--- src/source/issue_pkg.sv ---
package issue_pkg;

    // machine size
    localparam int NUM_FU   = 5;   // int, mul1, mul2, branch, ld/st
    localparam int FU_IDX_W = 3;   // enough to index NUM_FU units
    localparam int TAG_W    = 4;
    localparam int LAT_W    = 4;   // latency and countdown width

    // functional unit index, also the bit position in per-unit vectors
    typedef enum logic [FU_IDX_W-1:0] {
        FU_INT    = 3'd0,
        FU_MUL1   = 3'd1,
        FU_MUL2   = 3'd2,
        FU_BRANCH = 3'd3,
        FU_LDST   = 3'd4
    } fu_kind_e;

    // dispatched opcodes
    typedef enum logic [2:0] {
        OP_ADD    = 3'd0,
        OP_SUB    = 3'd1,
        OP_MUL    = 3'd2,
        OP_BRANCH = 3'd3,
        OP_LOAD   = 3'd4,
        OP_STORE  = 3'd5
    } op_e;

    // execute latencies loaded at reset
    localparam logic [LAT_W-1:0] LAT_INT_DEFAULT    = 4'd1;
    localparam logic [LAT_W-1:0] LAT_MUL_DEFAULT    = 4'd8;   // both multipliers
    localparam logic [LAT_W-1:0] LAT_BRANCH_DEFAULT = 4'd1;
    localparam logic [LAT_W-1:0] LAT_LDST_DEFAULT   = 4'd4;

endpackage

--- src/source/rs_bank.sv ---
`timescale 1ns/1ps

module rs_bank import issue_pkg::*; (
    input  logic                         clk,
    input  logic                         reset,
    input  logic                         dispatch_valid,
    input  op_e                          dispatch_op,
    input  logic [TAG_W-1:0]             dispatch_tag,
    input  logic                         select_flag,
    input  fu_kind_e                     select_signal,
    output logic [NUM_FU-1:0]            instr_ready,
    output logic [NUM_FU-1:0][TAG_W-1:0] rs_tag,
    output logic                         dispatch_reject
);

    logic [NUM_FU-1:0] rs_valid;
    logic [NUM_FU-1:0] issue_clear;   // station emptied at this edge
    logic [NUM_FU-1:0] rs_free;       // free for a dispatch at this edge
    logic [NUM_FU-1:0] fill;          // station chosen for the incoming op

    // the issue unit announced a pick last cycle, that entry leaves now
    always_comb begin
        issue_clear = '0;
        if (select_flag) begin
            issue_clear[select_signal] = 1'b1;
        end
    end

    // a leaving entry frees its slot for a dispatch at the same edge
    assign rs_free = ~rs_valid | issue_clear;

    // steer the opcode to a station, fill stays zero when no slot is free
    always_comb begin
        fill = '0;
        case (dispatch_op)
            OP_ADD, OP_SUB: fill[FU_INT] = rs_free[FU_INT];
            OP_BRANCH:      fill[FU_BRANCH] = rs_free[FU_BRANCH];
            OP_LOAD, OP_STORE: begin
                fill[FU_LDST] = rs_free[FU_LDST];
            end
            OP_MUL: begin
                // mul1 preferred, mul2 only as overflow
                if (rs_free[FU_MUL1]) begin
                    fill[FU_MUL1] = 1'b1;
                end else begin
                    fill[FU_MUL2] = rs_free[FU_MUL2];
                end
            end
            default: fill = '0;   // unknown opcode gets rejected
        endcase
    end

    always_ff @(posedge clk or posedge reset) begin
        if (reset) begin
            rs_valid        <= '0;
            dispatch_reject <= 1'b0;
        end else begin
            rs_valid        <= (rs_valid & ~issue_clear) | ({NUM_FU{dispatch_valid}} & fill);
            dispatch_reject <= dispatch_valid && (fill == '0);   // op is dropped
        end
    end

    // tag storage per station
    always_ff @(posedge clk) begin
        for (int i = 0; i < NUM_FU; i++) begin
            if (dispatch_valid && fill[i]) begin
                rs_tag[i] <= dispatch_tag;
            end
        end
    end

    assign instr_ready = rs_valid;

endmodule

--- src/source/fu_latency_regs.sv ---
`timescale 1ns/1ps

module fu_latency_regs import issue_pkg::*; (
    input  logic                         clk,
    input  logic                         reset,
    input  logic                         cfg_write,
    input  fu_kind_e                     cfg_unit,
    input  logic [LAT_W-1:0]             cfg_latency,
    output logic [NUM_FU-1:0][LAT_W-1:0] fu_latency
);

    logic cfg_hit;

    // zero latency would never finish, so such a write is dropped
    // out of range unit numbers are dropped too
    assign cfg_hit = cfg_write
                  && (cfg_latency != '0)
                  && (cfg_unit < NUM_FU);

    always_ff @(posedge clk or posedge reset) begin
        if (reset) begin
            fu_latency[FU_INT]    <= LAT_INT_DEFAULT;
            fu_latency[FU_MUL1]   <= LAT_MUL_DEFAULT;
            fu_latency[FU_MUL2]   <= LAT_MUL_DEFAULT;
            fu_latency[FU_BRANCH] <= LAT_BRANCH_DEFAULT;
            fu_latency[FU_LDST]   <= LAT_LDST_DEFAULT;
        end else if (cfg_hit) begin
            fu_latency[cfg_unit] <= cfg_latency;   // seen by issues from next edge
        end
    end

endmodule

--- src/source/issue_unit.sv ---
`timescale 1ns/1ps

module issue_unit import issue_pkg::*; (
    input  logic                         clk,
    input  logic                         reset,
    input  logic [NUM_FU-1:0]            instr_ready,
    input  logic [NUM_FU-1:0][LAT_W-1:0] fu_latency,
    input  logic [NUM_FU-1:0]            fu_hold,
    output logic                         select_flag,
    output fu_kind_e                     select_signal,
    output logic [NUM_FU-1:0]            fu_done
);

    logic [NUM_FU-1:0]            fu_busy;
    logic [NUM_FU-1:0][LAT_W-1:0] fu_count;   // cycles left in execute
    logic [NUM_FU-1:0]            eligible;
    logic [FU_IDX_W-1:0]          rr_ptr;     // highest priority unit this cycle
    logic                         pick_valid;
    logic [FU_IDX_W-1:0]          pick_idx;
    logic [FU_IDX_W-1:0]          next_ptr;

    // held units still wait for their writeback slot
    assign eligible = instr_ready & ~fu_busy & ~fu_hold;

    // rotating search, first eligible unit at or after rr_ptr
    // walking backwards leaves the closest hit as the final assignment
    always_comb begin
        pick_valid = 1'b0;
        pick_idx   = '0;
        for (int off = NUM_FU - 1; off >= 0; off--) begin
            if (eligible[(int'(rr_ptr) + off) % NUM_FU]) begin
                pick_valid = 1'b1;
                pick_idx   = FU_IDX_W'((int'(rr_ptr) + off) % NUM_FU);
            end
        end
    end

    // pointer moves just past the winner
    assign next_ptr = (pick_idx == FU_IDX_W'(NUM_FU - 1)) ? '0 : pick_idx + 1'b1;

    always_ff @(posedge clk or posedge reset) begin
        if (reset) begin
            fu_busy       <= '0;
            fu_count      <= '0;
            fu_done       <= '0;
            rr_ptr        <= '0;
            select_flag   <= 1'b0;
            select_signal <= FU_INT;
        end else begin
            fu_done     <= '0;
            select_flag <= pick_valid;

            // countdowns of units in execute
            for (int i = 0; i < NUM_FU; i++) begin
                if (fu_busy[i]) begin
                    fu_count[i] <= fu_count[i] - 1'b1;
                    if (fu_count[i] == LAT_W'(1)) begin
                        fu_busy[i] <= 1'b0;
                        fu_done[i] <= 1'b1;   // one cycle pulse
                    end
                end
            end

            // a picked unit is never busy, so no clash with the loop above
            if (pick_valid) begin
                select_signal      <= fu_kind_e'(pick_idx);
                fu_busy[pick_idx]  <= 1'b1;
                fu_count[pick_idx] <= fu_latency[pick_idx];
                rr_ptr             <= next_ptr;
            end
        end
    end

endmodule

--- src/source/writeback_arbiter.sv ---
`timescale 1ns/1ps

module writeback_arbiter import issue_pkg::*; (
    input  logic                         clk,
    input  logic                         reset,
    input  logic                         select_flag,
    input  fu_kind_e                     select_signal,
    input  logic [NUM_FU-1:0][TAG_W-1:0] rs_tag,
    input  logic [NUM_FU-1:0]            fu_done,
    output logic [NUM_FU-1:0]            fu_hold,
    output logic                         complete_valid,
    output logic [TAG_W-1:0]             complete_tag
);

    logic [NUM_FU-1:0][TAG_W-1:0] exec_tag;   // tag of the op in each unit
    logic [NUM_FU-1:0]            pending;
    logic [NUM_FU-1:0]            wb_req;
    logic [NUM_FU-1:0]            wb_grant;
    logic [FU_IDX_W-1:0]          grant_idx;

    // a done pulse is already a request in its own cycle
    assign wb_req = pending | fu_done;

    // unit stays blocked until its tag has gone out,
    // otherwise a reissue would overwrite exec_tag too early
    assign fu_hold = wb_req;

    // lowest index wins
    assign wb_grant = wb_req & (~wb_req + 1'b1);

    always_comb begin
        grant_idx = '0;
        for (int i = NUM_FU - 1; i >= 0; i--) begin
            if (wb_req[i]) begin
                grant_idx = FU_IDX_W'(i);
            end
        end
    end

    always_ff @(posedge clk or posedge reset) begin
        if (reset) begin
            pending        <= '0;
            complete_valid <= 1'b0;
        end else begin
            pending        <= wb_req & ~wb_grant;   // losers wait a cycle
            complete_valid <= |wb_req;
        end
    end

    // station entry is still valid on the edge that sees select_flag
    always_ff @(posedge clk) begin
        if (select_flag) begin
            exec_tag[select_signal] <= rs_tag[select_signal];
        end
        if (|wb_req) begin
            complete_tag <= exec_tag[grant_idx];
        end
    end

endmodule

--- src/source/issue_core.sv ---
`timescale 1ns/1ps

module issue_core import issue_pkg::*; (
    input  logic             clk,
    input  logic             reset,
    // dispatch port
    input  logic             dispatch_valid,
    input  op_e              dispatch_op,
    input  logic [TAG_W-1:0] dispatch_tag,
    output logic             dispatch_reject,
    // latency configuration
    input  logic             cfg_write,
    input  fu_kind_e         cfg_unit,
    input  logic [LAT_W-1:0] cfg_latency,
    // issue and completion
    output logic             select_flag,
    output fu_kind_e         select_signal,
    output logic             complete_valid,
    output logic [TAG_W-1:0] complete_tag
);

    logic [NUM_FU-1:0]            instr_ready;
    logic [NUM_FU-1:0][TAG_W-1:0] rs_tag;
    logic [NUM_FU-1:0][LAT_W-1:0] fu_latency;
    logic [NUM_FU-1:0]            fu_done;
    logic [NUM_FU-1:0]            fu_hold;   // completion pending per unit

    rs_bank u_rs_bank (
        .clk             (clk),
        .reset           (reset),
        .dispatch_valid  (dispatch_valid),
        .dispatch_op     (dispatch_op),
        .dispatch_tag    (dispatch_tag),
        .select_flag     (select_flag),
        .select_signal   (select_signal),
        .instr_ready     (instr_ready),
        .rs_tag          (rs_tag),
        .dispatch_reject (dispatch_reject)
    );

    fu_latency_regs u_fu_latency_regs (
        .clk         (clk),
        .reset       (reset),
        .cfg_write   (cfg_write),
        .cfg_unit    (cfg_unit),
        .cfg_latency (cfg_latency),
        .fu_latency  (fu_latency)
    );

    issue_unit u_issue_unit (
        .clk           (clk),
        .reset         (reset),
        .instr_ready   (instr_ready),
        .fu_latency    (fu_latency),
        .fu_hold       (fu_hold),
        .select_flag   (select_flag),
        .select_signal (select_signal),
        .fu_done       (fu_done)
    );

    writeback_arbiter u_writeback_arbiter (
        .clk            (clk),
        .reset          (reset),
        .select_flag    (select_flag),
        .select_signal  (select_signal),
        .rs_tag         (rs_tag),
        .fu_done        (fu_done),
        .fu_hold        (fu_hold),
        .complete_valid (complete_valid),
        .complete_tag   (complete_tag)
    );

endmodule

--- config.mk ---
export PLATFORM = sky130hd
export DESIGN_NAME = issue_core
export DESIGN_NICKNAME = d
export VERILOG_FILES = /design/src/source/issue_pkg.sv /design/src/source/rs_bank.sv /design/src/source/fu_latency_regs.sv /design/src/source/issue_unit.sv /design/src/source/writeback_arbiter.sv /design/src/source/issue_core.sv
export SDC_FILE = /design/constraint.sdc
export NUM_CORES = 1
export LEC_CHECK = 0
export ABC_AREA = 0
export BUFFER_PORTS_ARGS = -buffer_cell sky130_fd_sc_hd__buf_4
export CAP_MARGIN = 10
export CORE_MARGIN = 4
export CORE_UTILIZATION = 60
export CTS_CLUSTER_DIAMETER = 150
export DETAILED_ROUTE_END_ITERATION = 8
export PLACE_DENSITY = 0.84
export SYNTH_ARGS = -nofsm -noshare
export SYNTH_HDL_FRONTEND = slang
export SYNTH_SLANG_ARGS = --single-unit
--- constraint.sdc ---
create_clock -name clk -period 8.45 [get_ports clk]
set_input_delay 0.4225 -clock clk [delete_from_list [all_inputs] [get_ports clk]]
set_output_delay 0.4225 -clock clk [all_outputs]
set_load 0.02 [all_outputs]
Word level (Yosys, flattened, before mapping)
Cells that the tools add are included.
Cells by class
  add/sub/neg operators: 11
  divide/modulo/power cells: 5
  $lt $le $gt $ge: 13
  equality and inequality tests: 11
  multiplexer cells: 84
  bitwise operators: 15
  reductions and logical operators: 17
Operators by type and width (number)
  32-bit by 5-bit < comparator with 1-bit output, second input constant: 5
  32-bit by 4-bit modulo with 32-bit output, second input constant: 4
  20-bit bitwise mux: 3
  4-bit 2-to-1 mux: 11
  1-bit 2-to-1 mux: 42
  4-bit binary-select mux with 3-bit select: 3
  4-bit demux with 3-bit select: 3
  3-bit 2-to-1 mux: 11
  4-bit by 4-bit modulo with 32-bit output, second input constant: 1
  5-bit bitwise AND: 6
  5-bit NOT: 5
  4-bit by 1-bit == test with 1-bit output, second input constant: 5
  20-bit 2-to-1 mux: 1
  5-bit bitwise OR: 4
  4-bit by 1-bit subtractor with 4-bit output, second input constant: 5
  3-bit by 4-bit < comparator with 1-bit output, second input constant: 4
  1-bit binary-select mux with 3-bit select: 5
  1-bit logical AND: 11
  5-bit 2-to-1 mux: 2
  3-bit == test, second input constant: 3
  3-bit by 1-bit greater-or-equal comparator with 1-bit output, second input constant: 3
  3-bit by 2-bit adder with 4-bit output, second input constant: 2
  1-bit demux with 3-bit select: 2
  3-bit by 2-bit == test with 1-bit output, second input constant: 2
  12 further kinds: 13
Storage, ports and cells
  flip-flop bits (word level): 113
  output and inout port bits: 10
  word-level logic and storage cells: 186

Depth between registers and ports, before layout
Gate-level depths: netlist of the first run.
  depth after elaboration: 17
  gate-level depth with buffers: 25
  depth with buffers taken out: 21

Hierarchy
From an unflattened synthesis of the first run, not the netlist that was laid out.
Second synthesis, totals
  cells, all modules: 611
  area total of the unflattened synthesis: 6796.5 sq um
Modules (own cells, without submodules)
  issue_unit: times used 1, cells an instance 397, area each 3632.2 sq um
  writeback_arbiter: times used 1, cells an instance 103, area each 1377.6 sq um
  rs_bank: times used 1, cells an instance 61, area each 949.7 sq um
  fu_latency_regs: times used 1, cells an instance 50, area each 837.1 sq um

Worst setup path before layout of the first run
OpenSTA, ideal clock, no wires.
  path kind: flip-flop to flip-flop
  start point: register u_issue_unit.rr_ptr[0]
  end point: register u_issue_unit.fu_count[0] (netlist bit)
  library setup time: 127 ps
  arrival time: 5161 ps
  setup slack: 3161 ps
  stages on the path, launching flop included: 22
  path buffers: 4
  period minus slack after synthesis: 5289 ps
  cells stage by stage: dfrtp_1 buf_2 buf_2 inv_1 buf_1 ha_1 ha_1 nor2_1 a21oi_1 xnor2_1 ha_1 nand2b_1 a221o_1 and2_0 o31a_1 o32ai_2 and3b_1 o31a_1 and3_1 buf_6 nor4_4 mux2_1
Between the ends
  cells in the longest elaborated chain, start to end: 16
Ends and longest elaborated chain
  start, declared: RTL line issue_unit.sv:17  | logic [FU_IDX_W-1:0] rr_ptr;
  start signal, assigned: RTL line issue_unit.sv:69  | rr_ptr <= next_ptr;
  3-bit by 3-bit adder with 4-bit output: RTL line issue_unit.sv:31, issue_unit.sv:33
  32-bit by 4-bit modulo with 32-bit output: RTL line issue_unit.sv:31, issue_unit.sv:33
  1-bit binary-select mux with 3-bit select: RTL line issue_unit.sv:31  | if (eligible[(int'(rr_ptr) + off) % NUM_FU]) begin
  1-bit 2-to-1 mux (not written as such) (2 in a row): RTL line issue_unit.sv:31
  3-bit 2-to-1 mux (4 in a row): RTL line issue_unit.sv:31
  3-bit 2-to-1 mux (*): RTL line issue_unit.sv:31
  net u_issue_unit.pick_idx[0]: RTL line issue_unit.sv:19  | logic [FU_IDX_W-1:0] pick_idx;
  3-bit by 4-bit < comparator with 1-bit output (not written as such) / 3-bit by 1-bit greater-or-equal comparator with 1-bit output (equally long branches): RTL line issue_unit.sv:68  | fu_count[pick_idx] <= fu_latency[pick_idx];
  1-bit logical AND (not written as such): RTL line issue_unit.sv:68
  4-bit 2-to-1 mux (not written as such): RTL line issue_unit.sv:68
  4-bit demux with 3-bit select
  20-bit bitwise mux (*): RTL line issue_unit.sv:68
  20-bit 2-to-1 mux (*): RTL line issue_unit.sv:65  | if (pick_valid) begin
  end signal, assigned by index: RTL line issue_unit.sv:56  | fu_count[i] <= fu_count[i] - 1'b1;
  end signal, assigned by index: RTL line issue_unit.sv:68
  end, declared: RTL line issue_unit.sv:15  | logic [NUM_FU-1:0][LAT_W-1:0] fu_count;
Mark *: on every way through the listed nets, which the timed path passes. The rest lies on a longest branch. The select of a mux whose other input is x is not followed.
A chain may end at the register's enable or synchronous reset.

Worst setup path in the final report of the first run
  start point: register u_issue_unit.rr_ptr[0]
  end point: register u_issue_unit.fu_count[1] (netlist bit)
Between the ends
  cells in the longest elaborated chain, start to end: 16
Ends and longest elaborated chain (RTL line)
  3-bit by 3-bit adder with 4-bit output: issue_unit.sv:31, issue_unit.sv:33
  32-bit by 4-bit modulo with 32-bit output: issue_unit.sv:31, issue_unit.sv:33
  1-bit binary-select mux with 3-bit select: issue_unit.sv:31
  1-bit 2-to-1 mux (not written as such) (2 in a row): issue_unit.sv:31
  3-bit 2-to-1 mux (5 in a row): issue_unit.sv:31
  3-bit by 4-bit < comparator with 1-bit output (not written as such) / 3-bit by 1-bit greater-or-equal comparator with 1-bit output (equally long branches): issue_unit.sv:68
  1-bit logical AND (not written as such): issue_unit.sv:68
  4-bit 2-to-1 mux (not written as such): issue_unit.sv:68
  4-bit demux with 3-bit select
  20-bit bitwise mux: issue_unit.sv:68
  20-bit 2-to-1 mux (*): issue_unit.sv:65
Every way passes the cells marked *; elsewhere a longest branch is shown, timed or not. The select of a mux whose other input is x is not followed.

==> results by group, run 1 <==
Status
  • Outcome: finished clean

Floorplan
  • Initial Util: 62.5%
  • Chip Height: between 100 and 150 microns
  • Std-Cell Rows: 37
  • Ports: 28
  • Area of the core region: approximately 10000 sq um
  • Die area: around 13000 sq um
  • Die width: approximately 110 microns

Synthesis
  • Count of synthesis-stage warnings from yosys: 0
  • Portion of synthesized cell area occupied by the leading cell type: 24.1%
  • Cell types with the highest counts after synthesis: sky130_fd_sc_hd__dfrtp_1 (63), sky130_fd_sc_hd__nand2_1 (51), sky130_fd_sc_hd__edfxtp_1 (44)
  • Sequential fraction of the synthesis area: roughly 46%
  • Register bit count reported by yosys: about 110
  • Syn_nets: 647
  • Unique cell type count in the Yosys netlist: between 70 and 80
  • Synth top area cells: sky130_fd_sc_hd__dfrtp_1 (24%), sky130_fd_sc_hd__edfxtp_1 (20%), sky130_fd_sc_hd__ha_1 (6.9%)
  • Number of enable-type register cells in the synthesized netlist: between 40 and 50
  • Library cell with the highest instance count after synthesis: sky130_fd_sc_hd__dfrtp_1
  • Synth Area per Inst: ~11 sq um
  • Most common flop cell mapped by yosys: sky130_fd_sc_hd__dfrtp_1
  • Instance count of the mapped netlist: slightly below 600
  • Share of flip-flops with an asynchronous set or reset after synthesis: about three fifths
  • Cell area after technology mapping: ~6500 sq um
  • Library cell occupying the most area in the post-synthesis netlist: sky130_fd_sc_hd__dfrtp_1

Worst setup path
  • Critical Path Sink Type: flip-flop
  • Cell seen most often among critical-path stages: sky130_fd_sc_hd__ha_1
  • CP max FO: 32
  • R2R Setup Slk: 2720 ps
  • Crit Reg-Reg Startpoint: u_issue_unit.rr_ptr[0]
  • Crit-path max cell delay: around 900 ps
  • Crit-path cells: buf_4 -> inv_1 -> ha_1 -> ha_1 -> nor2_1 -> a21oi_1 -> xnor2_1 -> ha_1 -> o41ai_1 -> nand4_1 -> o311a_1 -> nor2b_1 -> o32ai_2 -> nor4_4 -> mux2_1
  • Cell with the biggest individual delay on the critical path: sky130_fd_sc_hd__o41ai_1
  • Critical path class: reg -> reg
  • RR Endpoint: u_issue_unit.fu_count[1]
  • Element type at the critical path start: flip-flop
  • Bufs and invs on worst path: 2
  • WP data required: 8710 ps
  • Crit-path leading delay family: compound AO/OA/AOI/OAI gates
  • Reg2reg path depth: 15
  • Arrival time at the worst endpoint: 5990 ps

Route
  • Initial detailed-routing violation count: between 200 and 300
  • Vias: roughly 4.6k
  • ANT nets after route: 0
  • Average detailed-routed wire length per instance: between 15 and 20 microns
  • Average via count per standard cell: 6.08
  • Wire length reported by the detailed router: 12900 microns
  • Post-route DRC: 0
  • 1st-pass router iterations: 5

Clocking
  • Clock tree from TritonCTS: done
  • Clock slew at reported path FFs: 100 ps
  • Number of post-CTS setup repair buffers: 0
  • Post-CTS Hold Buffers: 0
  • Clock buffer count from CTS: 9
  • H-tree level count: 3
  • Clock Tree Root: sky130_fd_sc_hd__clkbuf_8
  • Maximum buffer depth of the clock tree: 2
  • Number of cells upsized or downsized after cts: 0
  • Clock insertion delay at the later pin of the skew report: about 370 ps
  • Num Clock Sinks: 112

Global route
  • Via count of the first global-routing pass: 4460
  • First-pass GRT wire length: approximately 22000 microns
  • Maximum number of pins on one net before global-route repair: around 70
  • Initial antenna violation count: 0
  • Global route overflow: 0
  • Global-route usage over all layers: approximately a fifth

Layout
  • # nets final: between 600 and 700
  • Layout fillers: a little over 800
  • Multi-input logic area: approximately 3300 sq um
  • Sequential cell area: 3030 sq um
  • Share of final-layout standard cells stronger than drive strength 1: 17.2%
  • Antenna cell count: 0
  • Layout-stage area growth over the synthesis result: 7.28%
  • Final core occ: roughly two thirds

Timing
  • Worst Tran Pin Value: around 1000 ps
  • Part of the cycle the worst path needs: around two thirds
  • Headroom to the max-slew limit: about 32%
  • Setup Skew: approximately 13 ps
  • Post-route minimum period: about 5700 ps
  • Unrepaired setup endpoints after global routing: false
  • Number of max-slew violations in the final report: 0
  • Total setup violations reported at the end of the flow: 0
  • Number of hold violations in the final report: 0
  • Highest Clock Rate: approximately 0.17 GHz
  • Setup TNS: 0 ps

Job
  • Number of max-cap violations: 0

Placed design
  • Gp weighted congestion: about 0.9
  • Detailed-placement wirelength estimate: about 9800 microns
  • Port buffer count: 27

Worst hold path
  • Min-delay worst type: in -> reg
  • Worst Hold End: u_rs_bank.rs_tag[0]
  • Startpoint of the lowest-slack hold path: dispatch_tag[0]
  • Number of instances on the worst hold path: 1
## worst max path at each step
stage                                start                  endpoint  slack [ps]  depth (start not counted)
floorplan           u_issue_unit.rr_ptr[0]  u_issue_unit.fu_count[0]        3160                         21
CTS                 u_issue_unit.rr_ptr[0]  u_issue_unit.fu_count[1]        2790                         18
global route        u_issue_unit.rr_ptr[0]  u_issue_unit.fu_count[1]        2300                         15
global placement    u_issue_unit.rr_ptr[0]  u_issue_unit.fu_count[0]        2980                         18
finish              u_issue_unit.rr_ptr[0]  u_issue_unit.fu_count[1]        2720                         15
detailed placement  u_issue_unit.rr_ptr[0]  u_issue_unit.fu_count[1]        2780                         15
## worst register-to-register path, cell delays in order, from the launching register on
cell,delay (ps)
sky130_fd_sc_hd__dfrtp_1,330
sky130_fd_sc_hd__buf_4,330
sky130_fd_sc_hd__inv_1,390
sky130_fd_sc_hd__ha_1,530
sky130_fd_sc_hd__ha_1,260
sky130_fd_sc_hd__nor2_1,150
sky130_fd_sc_hd__a21oi_1,100
sky130_fd_sc_hd__xnor2_1,200
sky130_fd_sc_hd__ha_1,260
sky130_fd_sc_hd__o41ai_1,900
sky130_fd_sc_hd__nand4_1,450
sky130_fd_sc_hd__o311a_1,240
sky130_fd_sc_hd__nor2b_1,140
sky130_fd_sc_hd__o32ai_2,850
sky130_fd_sc_hd__nor4_4,110
sky130_fd_sc_hd__mux2_1,360
## through the flow
stage	setup slack [ps]	std cells	hold slack [ps]	instance area (sq um)
after floorplan	3160	592	444	6540
after global placement	2980	737	468	6840
after detailed placement	2780	737	477	6840
after CTS	2790	753	243	7020
after global routing	2300	753	234	7020
final	2720	753	257	7020
## placed cells by master (no fill, tap or decap), types with 4 or more instances in the layout
cell type / count
sky130_fd_sc_hd__nand3b_1: 4
sky130_fd_sc_hd__xor2_1: 9
sky130_fd_sc_hd__edfxtp_1: 44
sky130_fd_sc_hd__or3_1: 4
sky130_fd_sc_hd__mux2_1: 16
sky130_fd_sc_hd__dfrtp_1: 63
sky130_fd_sc_hd__or2_2: 8
sky130_fd_sc_hd__o22ai_1: 5
sky130_fd_sc_hd__a21o_1: 7
sky130_fd_sc_hd__nor4b_1: 10
sky130_fd_sc_hd__o41ai_1: 4
sky130_fd_sc_hd__nand3_1: 6
sky130_fd_sc_hd__mux2i_1: 20
sky130_fd_sc_hd__a211oi_1: 8
sky130_fd_sc_hd__nor3_1: 6
sky130_fd_sc_hd__inv_1: 29
sky130_fd_sc_hd__nor2_1: 39
sky130_fd_sc_hd__dfstp_2: 5
sky130_fd_sc_hd__a31oi_1: 6
sky130_fd_sc_hd__and3_1: 9
sky130_fd_sc_hd__clkbuf_8: 9
sky130_fd_sc_hd__mux2_2: 28
sky130_fd_sc_hd__ha_1: 36
sky130_fd_sc_hd__nand2b_1: 6
sky130_fd_sc_hd__nand2_1: 51
sky130_fd_sc_hd__buf_4: 31
sky130_fd_sc_hd__o21ai_0: 25
sky130_fd_sc_hd__nor2b_1: 12
sky130_fd_sc_hd__and2_1: 4
sky130_fd_sc_hd__xnor2_1: 12
sky130_fd_sc_hd__nor3b_1: 4
sky130_fd_sc_hd__a21oi_1: 27
sky130_fd_sc_hd__o31a_1: 4
## layer usage
metal	global-route usage (%)	routed length (microns)	up-vias
li1	-	-	2192
met1	28.6	5700	2229
met2	34.8	6370	130
met3	3.67	585	24
met4	6.33	276	0
met5	0	0	-
## sequential cells by signal, summed over array words and instances (netlist names)
name	cells
u_rs_bank.rs_tag	20
u_issue_unit.fu_done	5
u_issue_unit.select_signal	3
u_fu_latency_regs.fu_latency	20
u_rs_bank.instr_ready	5
u_writeback_arbiter.exec_tag	20
u_writeback_arbiter.complete_tag	4
u_issue_unit.rr_ptr	3
u_writeback_arbiter.complete_valid	1
u_issue_unit.fu_count	20
u_issue_unit.select_flag	1
u_issue_unit.fu_busy	5
u_writeback_arbiter.pending	4
u_rs_bank.dispatch_reject	1
## area by class of cell
type | instances | area share (%)
clock inverters | 5 | 0.659
repair buffers | 31 | 3.31
inverters | 31 | 1.66
well taps | 136 | 2.42
multi-input cells | 427 | 46.9
flip-flops and latches | 112 | 43.1
clock buffers | 11 | 1.87
## kinds of logic (layout without fill, tap and decap cells)
| group | after synthesis | after routing | share of synthesized area [%] |
|---|---|---|---|
| multiplexers | 68 | 68 | 12.0 |
| AO/OA/AOI/OAI | 122 | 122 | 13.1 |
| XOR/XNOR | 23 | 23 | 3.48 |
| buffers and inverters | 53 | 78 | 3.37 |
| flip-flops | 112 | 112 | 46.3 |
| adder cells (fa/ha/maj) | 37 | 37 | 7.19 |
| AND/OR/NAND/NOR | 177 | 177 | 14.6 |
Power of run 1 is left out: the tool's default activity adds up to more than one toggle a clock period on the data nets, which glitch-free logic cannot reach.
==> run 2: changes to the inputs <==
Settings changed: ABC_AREA 0 to 1, CORE_UTILIZATION 60 to 56, PLACE_DENSITY 0.84 to 0.82.
Clock period 8.45 ns to 4.9 ns, I/O delays scaled along.
==> run 2 against run 1 <==
Wire length up 9.9%. Critical path depth up 9. Hold slack worse by 140 ps. Sequential cell count unchanged. Register-to-register slack worse by 2300 ps. Synthesized area down 2.1%. Non-clock buffer count down 2. Count of clock-buffer cells in the layout unchanged. Die area up 4.6%. Via count up 12%.
==> results by group, run 2 <==
Floorplan
  • Area of the core region: 11000 sq um (+5.4%)
  • Ports: 28 (unchanged)
  • Chip Height: 115 microns (+2.3%)
  • Std-Cell Rows: 38 (+2.7%)
  • Initial Util: 58.1% (-4.5 points)
  • Die width: 115 microns (+2.3%)
  • Die area: 13200 sq um (+4.6%)

Route
  • Initial detailed-routing violation count: 509 (+100%)
  • ANT nets after route: 0 (unchanged)
  • 1st-pass router iterations: 5 (unchanged)
  • Post-route DRC: 0 (unchanged)
  • Wire length reported by the detailed router: 14200 microns (+9.9%)
  • Average via count per standard cell: 5.65 (-7.0%)
  • Vias: 5121 (+12%)
  • Average detailed-routed wire length per instance: 15.7 microns (-8.7%)

Synthesis
  • Cell area after technology mapping: 6410 sq um (-2.1%)
  • Syn_nets: 784 (+21%)
  • Instance count of the mapped netlist: 729 (+23%)
  • Sequential fraction of the synthesis area: 47.3% (+0.99 points)
  • Library cell with the highest instance count after synthesis: sky130_fd_sc_hd__nand2_1
  • Post-synthesis xor/xnor area fraction: 2.69% (-0.79 points)
  • Synth Area per Inst: 8.79 sq um (-20%)
  • Synth top area cells: sky130_fd_sc_hd__dfrtp_1 (25%), sky130_fd_sc_hd__edfxtp_1 (21%), sky130_fd_sc_hd__nand2_1 (8.3%)
  • Register bit count reported by yosys: 112 (unchanged)
  • Most common flop cell mapped by yosys: sky130_fd_sc_hd__dfrtp_1
  • Count of synthesis-stage warnings from yosys: 0 (unchanged)
  • Library cell occupying the most area in the post-synthesis netlist: sky130_fd_sc_hd__dfrtp_1
  • Adder-cell share of the synthesized area: 7.34% (+0.15 points)
  • Unique cell type count in the Yosys netlist: 50 (-32%)
  • Share of flip-flops with an asynchronous set or reset after synthesis: 60.7% (unchanged)
  • Complex-gate fraction of the synthesized area: 12.0% (-1.1 points)
  • Multiplexer share of the synthesized area: 0.156% (-12 points)
  • Cell types with the highest counts after synthesis: sky130_fd_sc_hd__nand2_1 (142), sky130_fd_sc_hd__inv_1 (100), sky130_fd_sc_hd__nor2_1 (72)
  • Portion of synthesized cell area occupied by the leading cell type: 24.6% (+0.51 points)
  • Area share of and/or/nand/nor cells after synthesis: 23.5% (+8.9 points)
  • Number of enable-type register cells in the synthesized netlist: 44 (unchanged)
  • Dominant combinational cell family by area after synthesis: simple AND/OR/NAND/NOR gates

Timing
  • Headroom to the max-slew limit: 26.8% (-5.4 points)
  • Post-route minimum period: 4480 ps (-1260 ps)
  • Unrepaired setup endpoints after global routing: false
  • Part of the cycle the worst path needs: 91.3% (+23 points)
  • Number of hold violations in the final report: 0 (unchanged)
  • Total setup violations reported at the end of the flow: 0 (unchanged)
  • Setup Skew: 10.6 ps (-2.72 ps)
  • Setup TNS: 0 ps (unchanged)
  • Highest Clock Rate: 0.223 GHz (+28%)
  • Worst Tran Pin Value: 1090 ps (+85.4 ps)
  • Number of max-slew violations in the final report: 0 (unchanged)

Worst setup path
  • Critical path class: reg -> reg
  • Element type at the critical path start: flip-flop
  • Arrival time at the worst endpoint: 4700 ps (-1290 ps)
  • WP data required: 5130 ps (-3580 ps)
  • Crit Reg-Reg Startpoint: u_issue_unit.rr_ptr[1]
  • Critical Path Sink Type: flip-flop
  • Source of the critical timing path: u_issue_unit.rr_ptr[1]
  • CP max FO: 10 (-69%)

Layout
  • Final core occ: 64.1% (-3.0 points)
  • # nets final: 816 (+22%)
  • Post-route cell area: 7070 sq um (+0.73%)
  • Share of final-layout standard cells stronger than drive strength 1: 14.4% (-2.8 points)
  • Highest-count cells in the layout ignoring fill and taps: sky130_fd_sc_hd__nand2_1 (142), sky130_fd_sc_hd__inv_1 (99), sky130_fd_sc_hd__nor2_1 (72)
  • Most frequent standard cell in the layout excluding fill and tap cells: sky130_fd_sc_hd__nand2_1
  • Antenna cell count: 0 (unchanged)
  • Layout-stage area growth over the synthesis result: 10.4%

Clocking
  • Clock insertion delay at the later pin of the skew report: 340 ps (-30 ps)
  • Clock tree from TritonCTS: done
  • H-tree level count: 3 (unchanged)
  • Clock slew at reported path FFs: 80 ps (-20 ps)
  • Maximum buffer depth of the clock tree: 2 (unchanged)
  • Clock Tree Root: sky130_fd_sc_hd__clkbuf_16
  • Num Clock Sinks: 112 (unchanged)
  • Clock buffer count from CTS: 9 (unchanged)

Placed design
  • Port buffer count: 27 (unchanged)
  • Placed cell areas: 6760 sq um (-1.3%)
  • Gp weighted congestion: 0.927 (+2.8%)
  • Detailed-placement wirelength estimate: 10700 microns (+8.7%)

Global route
  • Via count of the first global-routing pass: 4993 (+12%)
  • First-pass GRT wire length: 23800 microns (+9.7%)
  • Initial antenna violation count: 0 (unchanged)
  • Global-route usage over all layers: 22.5% (+1.4 points)
  • Global route overflow: 0 (unchanged)
  • Maximum number of pins on one net before global-route repair: 69 (unchanged)

Worst hold path
  • Min-delay worst type: in -> reg
  • Startpoint of the lowest-slack hold path: dispatch_tag[3]

Job
  • Number of max-cap violations: 0 (unchanged)

Status
  • Outcome: finished clean
## run 2: layer usage
metal  global-route usage (%)  up-vias  routed length, microns
li1                         -     2472                       -
met1                     30.6     2444                    6110
met2                     37.9      184                    7110
met3                     3.11       21                     782
met4                     6.26        0                     201
met5                        0        -                       0
## run 2: cells by family after synthesis
group,Yosys count
compound gates,129
xor+xnor,18
fa+ha+maj,37
buf+inv,116
flops,112
mux,1
simple gates,316
## run 2: path summary, 6_finish.rpt
check                      slack [ps]                            endpoint  depth (start not counted)
max                               420            u_issue_unit.fu_count[1]                         24
min                               120                u_rs_bank.rs_tag[15]                          1
max reg2reg                       420            u_issue_unit.fu_count[1]                         24
min reg2reg                       470             u_issue_unit.fu_done[0]                          1
max in group asynchronous        4190  u_writeback_arbiter.complete_valid                          3
min in group asynchronous         150             u_issue_unit.fu_busy[1]                          3
## run 2: repair_timing
action | 4_1_cts | 5_1_grt
hold buffers | 0 | 0
setup buffers | 0 | 0
endpoints found under the setup margin | 0 | 6
resized for setup | 0 | 2
## run 2: through the flow
step                      instances  worst slack (ps)  hold slack [ps]
after global placement          890               576              443
after CTS                       906               406              111
after detailed placement        890               433              447
after floorplan                 729              1080              344
after global routing            906              55.0              107
final                           906               425              120
## run 2: layout make-up
type	instances	area, sq um
clock inverters	5	61.3
well taps	140	175
inverters	108	405
clock buffers	11	243
flip-flops and latches	112	3030
multi-input cells	501	2940
repair buffers	29	218
fillers	872	3960
## run 2: critical path, stage by stage (launching register included)
cell and delay [ps]:
sky130_fd_sc_hd__dfrtp_1 460, sky130_fd_sc_hd__inv_1 320, sky130_fd_sc_hd__ha_1 320, sky130_fd_sc_hd__o21ai_1 140, sky130_fd_sc_hd__nand2_1 90, sky130_fd_sc_hd__xor2_1 170, sky130_fd_sc_hd__ha_1 210, sky130_fd_sc_hd__fa_1 360
sky130_fd_sc_hd__inv_1 60, sky130_fd_sc_hd__nor2_1 50, sky130_fd_sc_hd__nand2_2 110, sky130_fd_sc_hd__nor2_1 60, sky130_fd_sc_hd__a21oi_1 340, sky130_fd_sc_hd__nand3b_1 170, sky130_fd_sc_hd__nand2_1 100, sky130_fd_sc_hd__a21boi_2 270
sky130_fd_sc_hd__nor2_1 80, sky130_fd_sc_hd__nor2_2 180, sky130_fd_sc_hd__nand2_4 100, sky130_fd_sc_hd__a21oi_4 260, sky130_fd_sc_hd__nand2_1 150, sky130_fd_sc_hd__nand3_1 110, sky130_fd_sc_hd__nand3b_1 120, sky130_fd_sc_hd__nand2_1 90
sky130_fd_sc_hd__nand2_1 50
Power of run 2 is left out for the same reason.
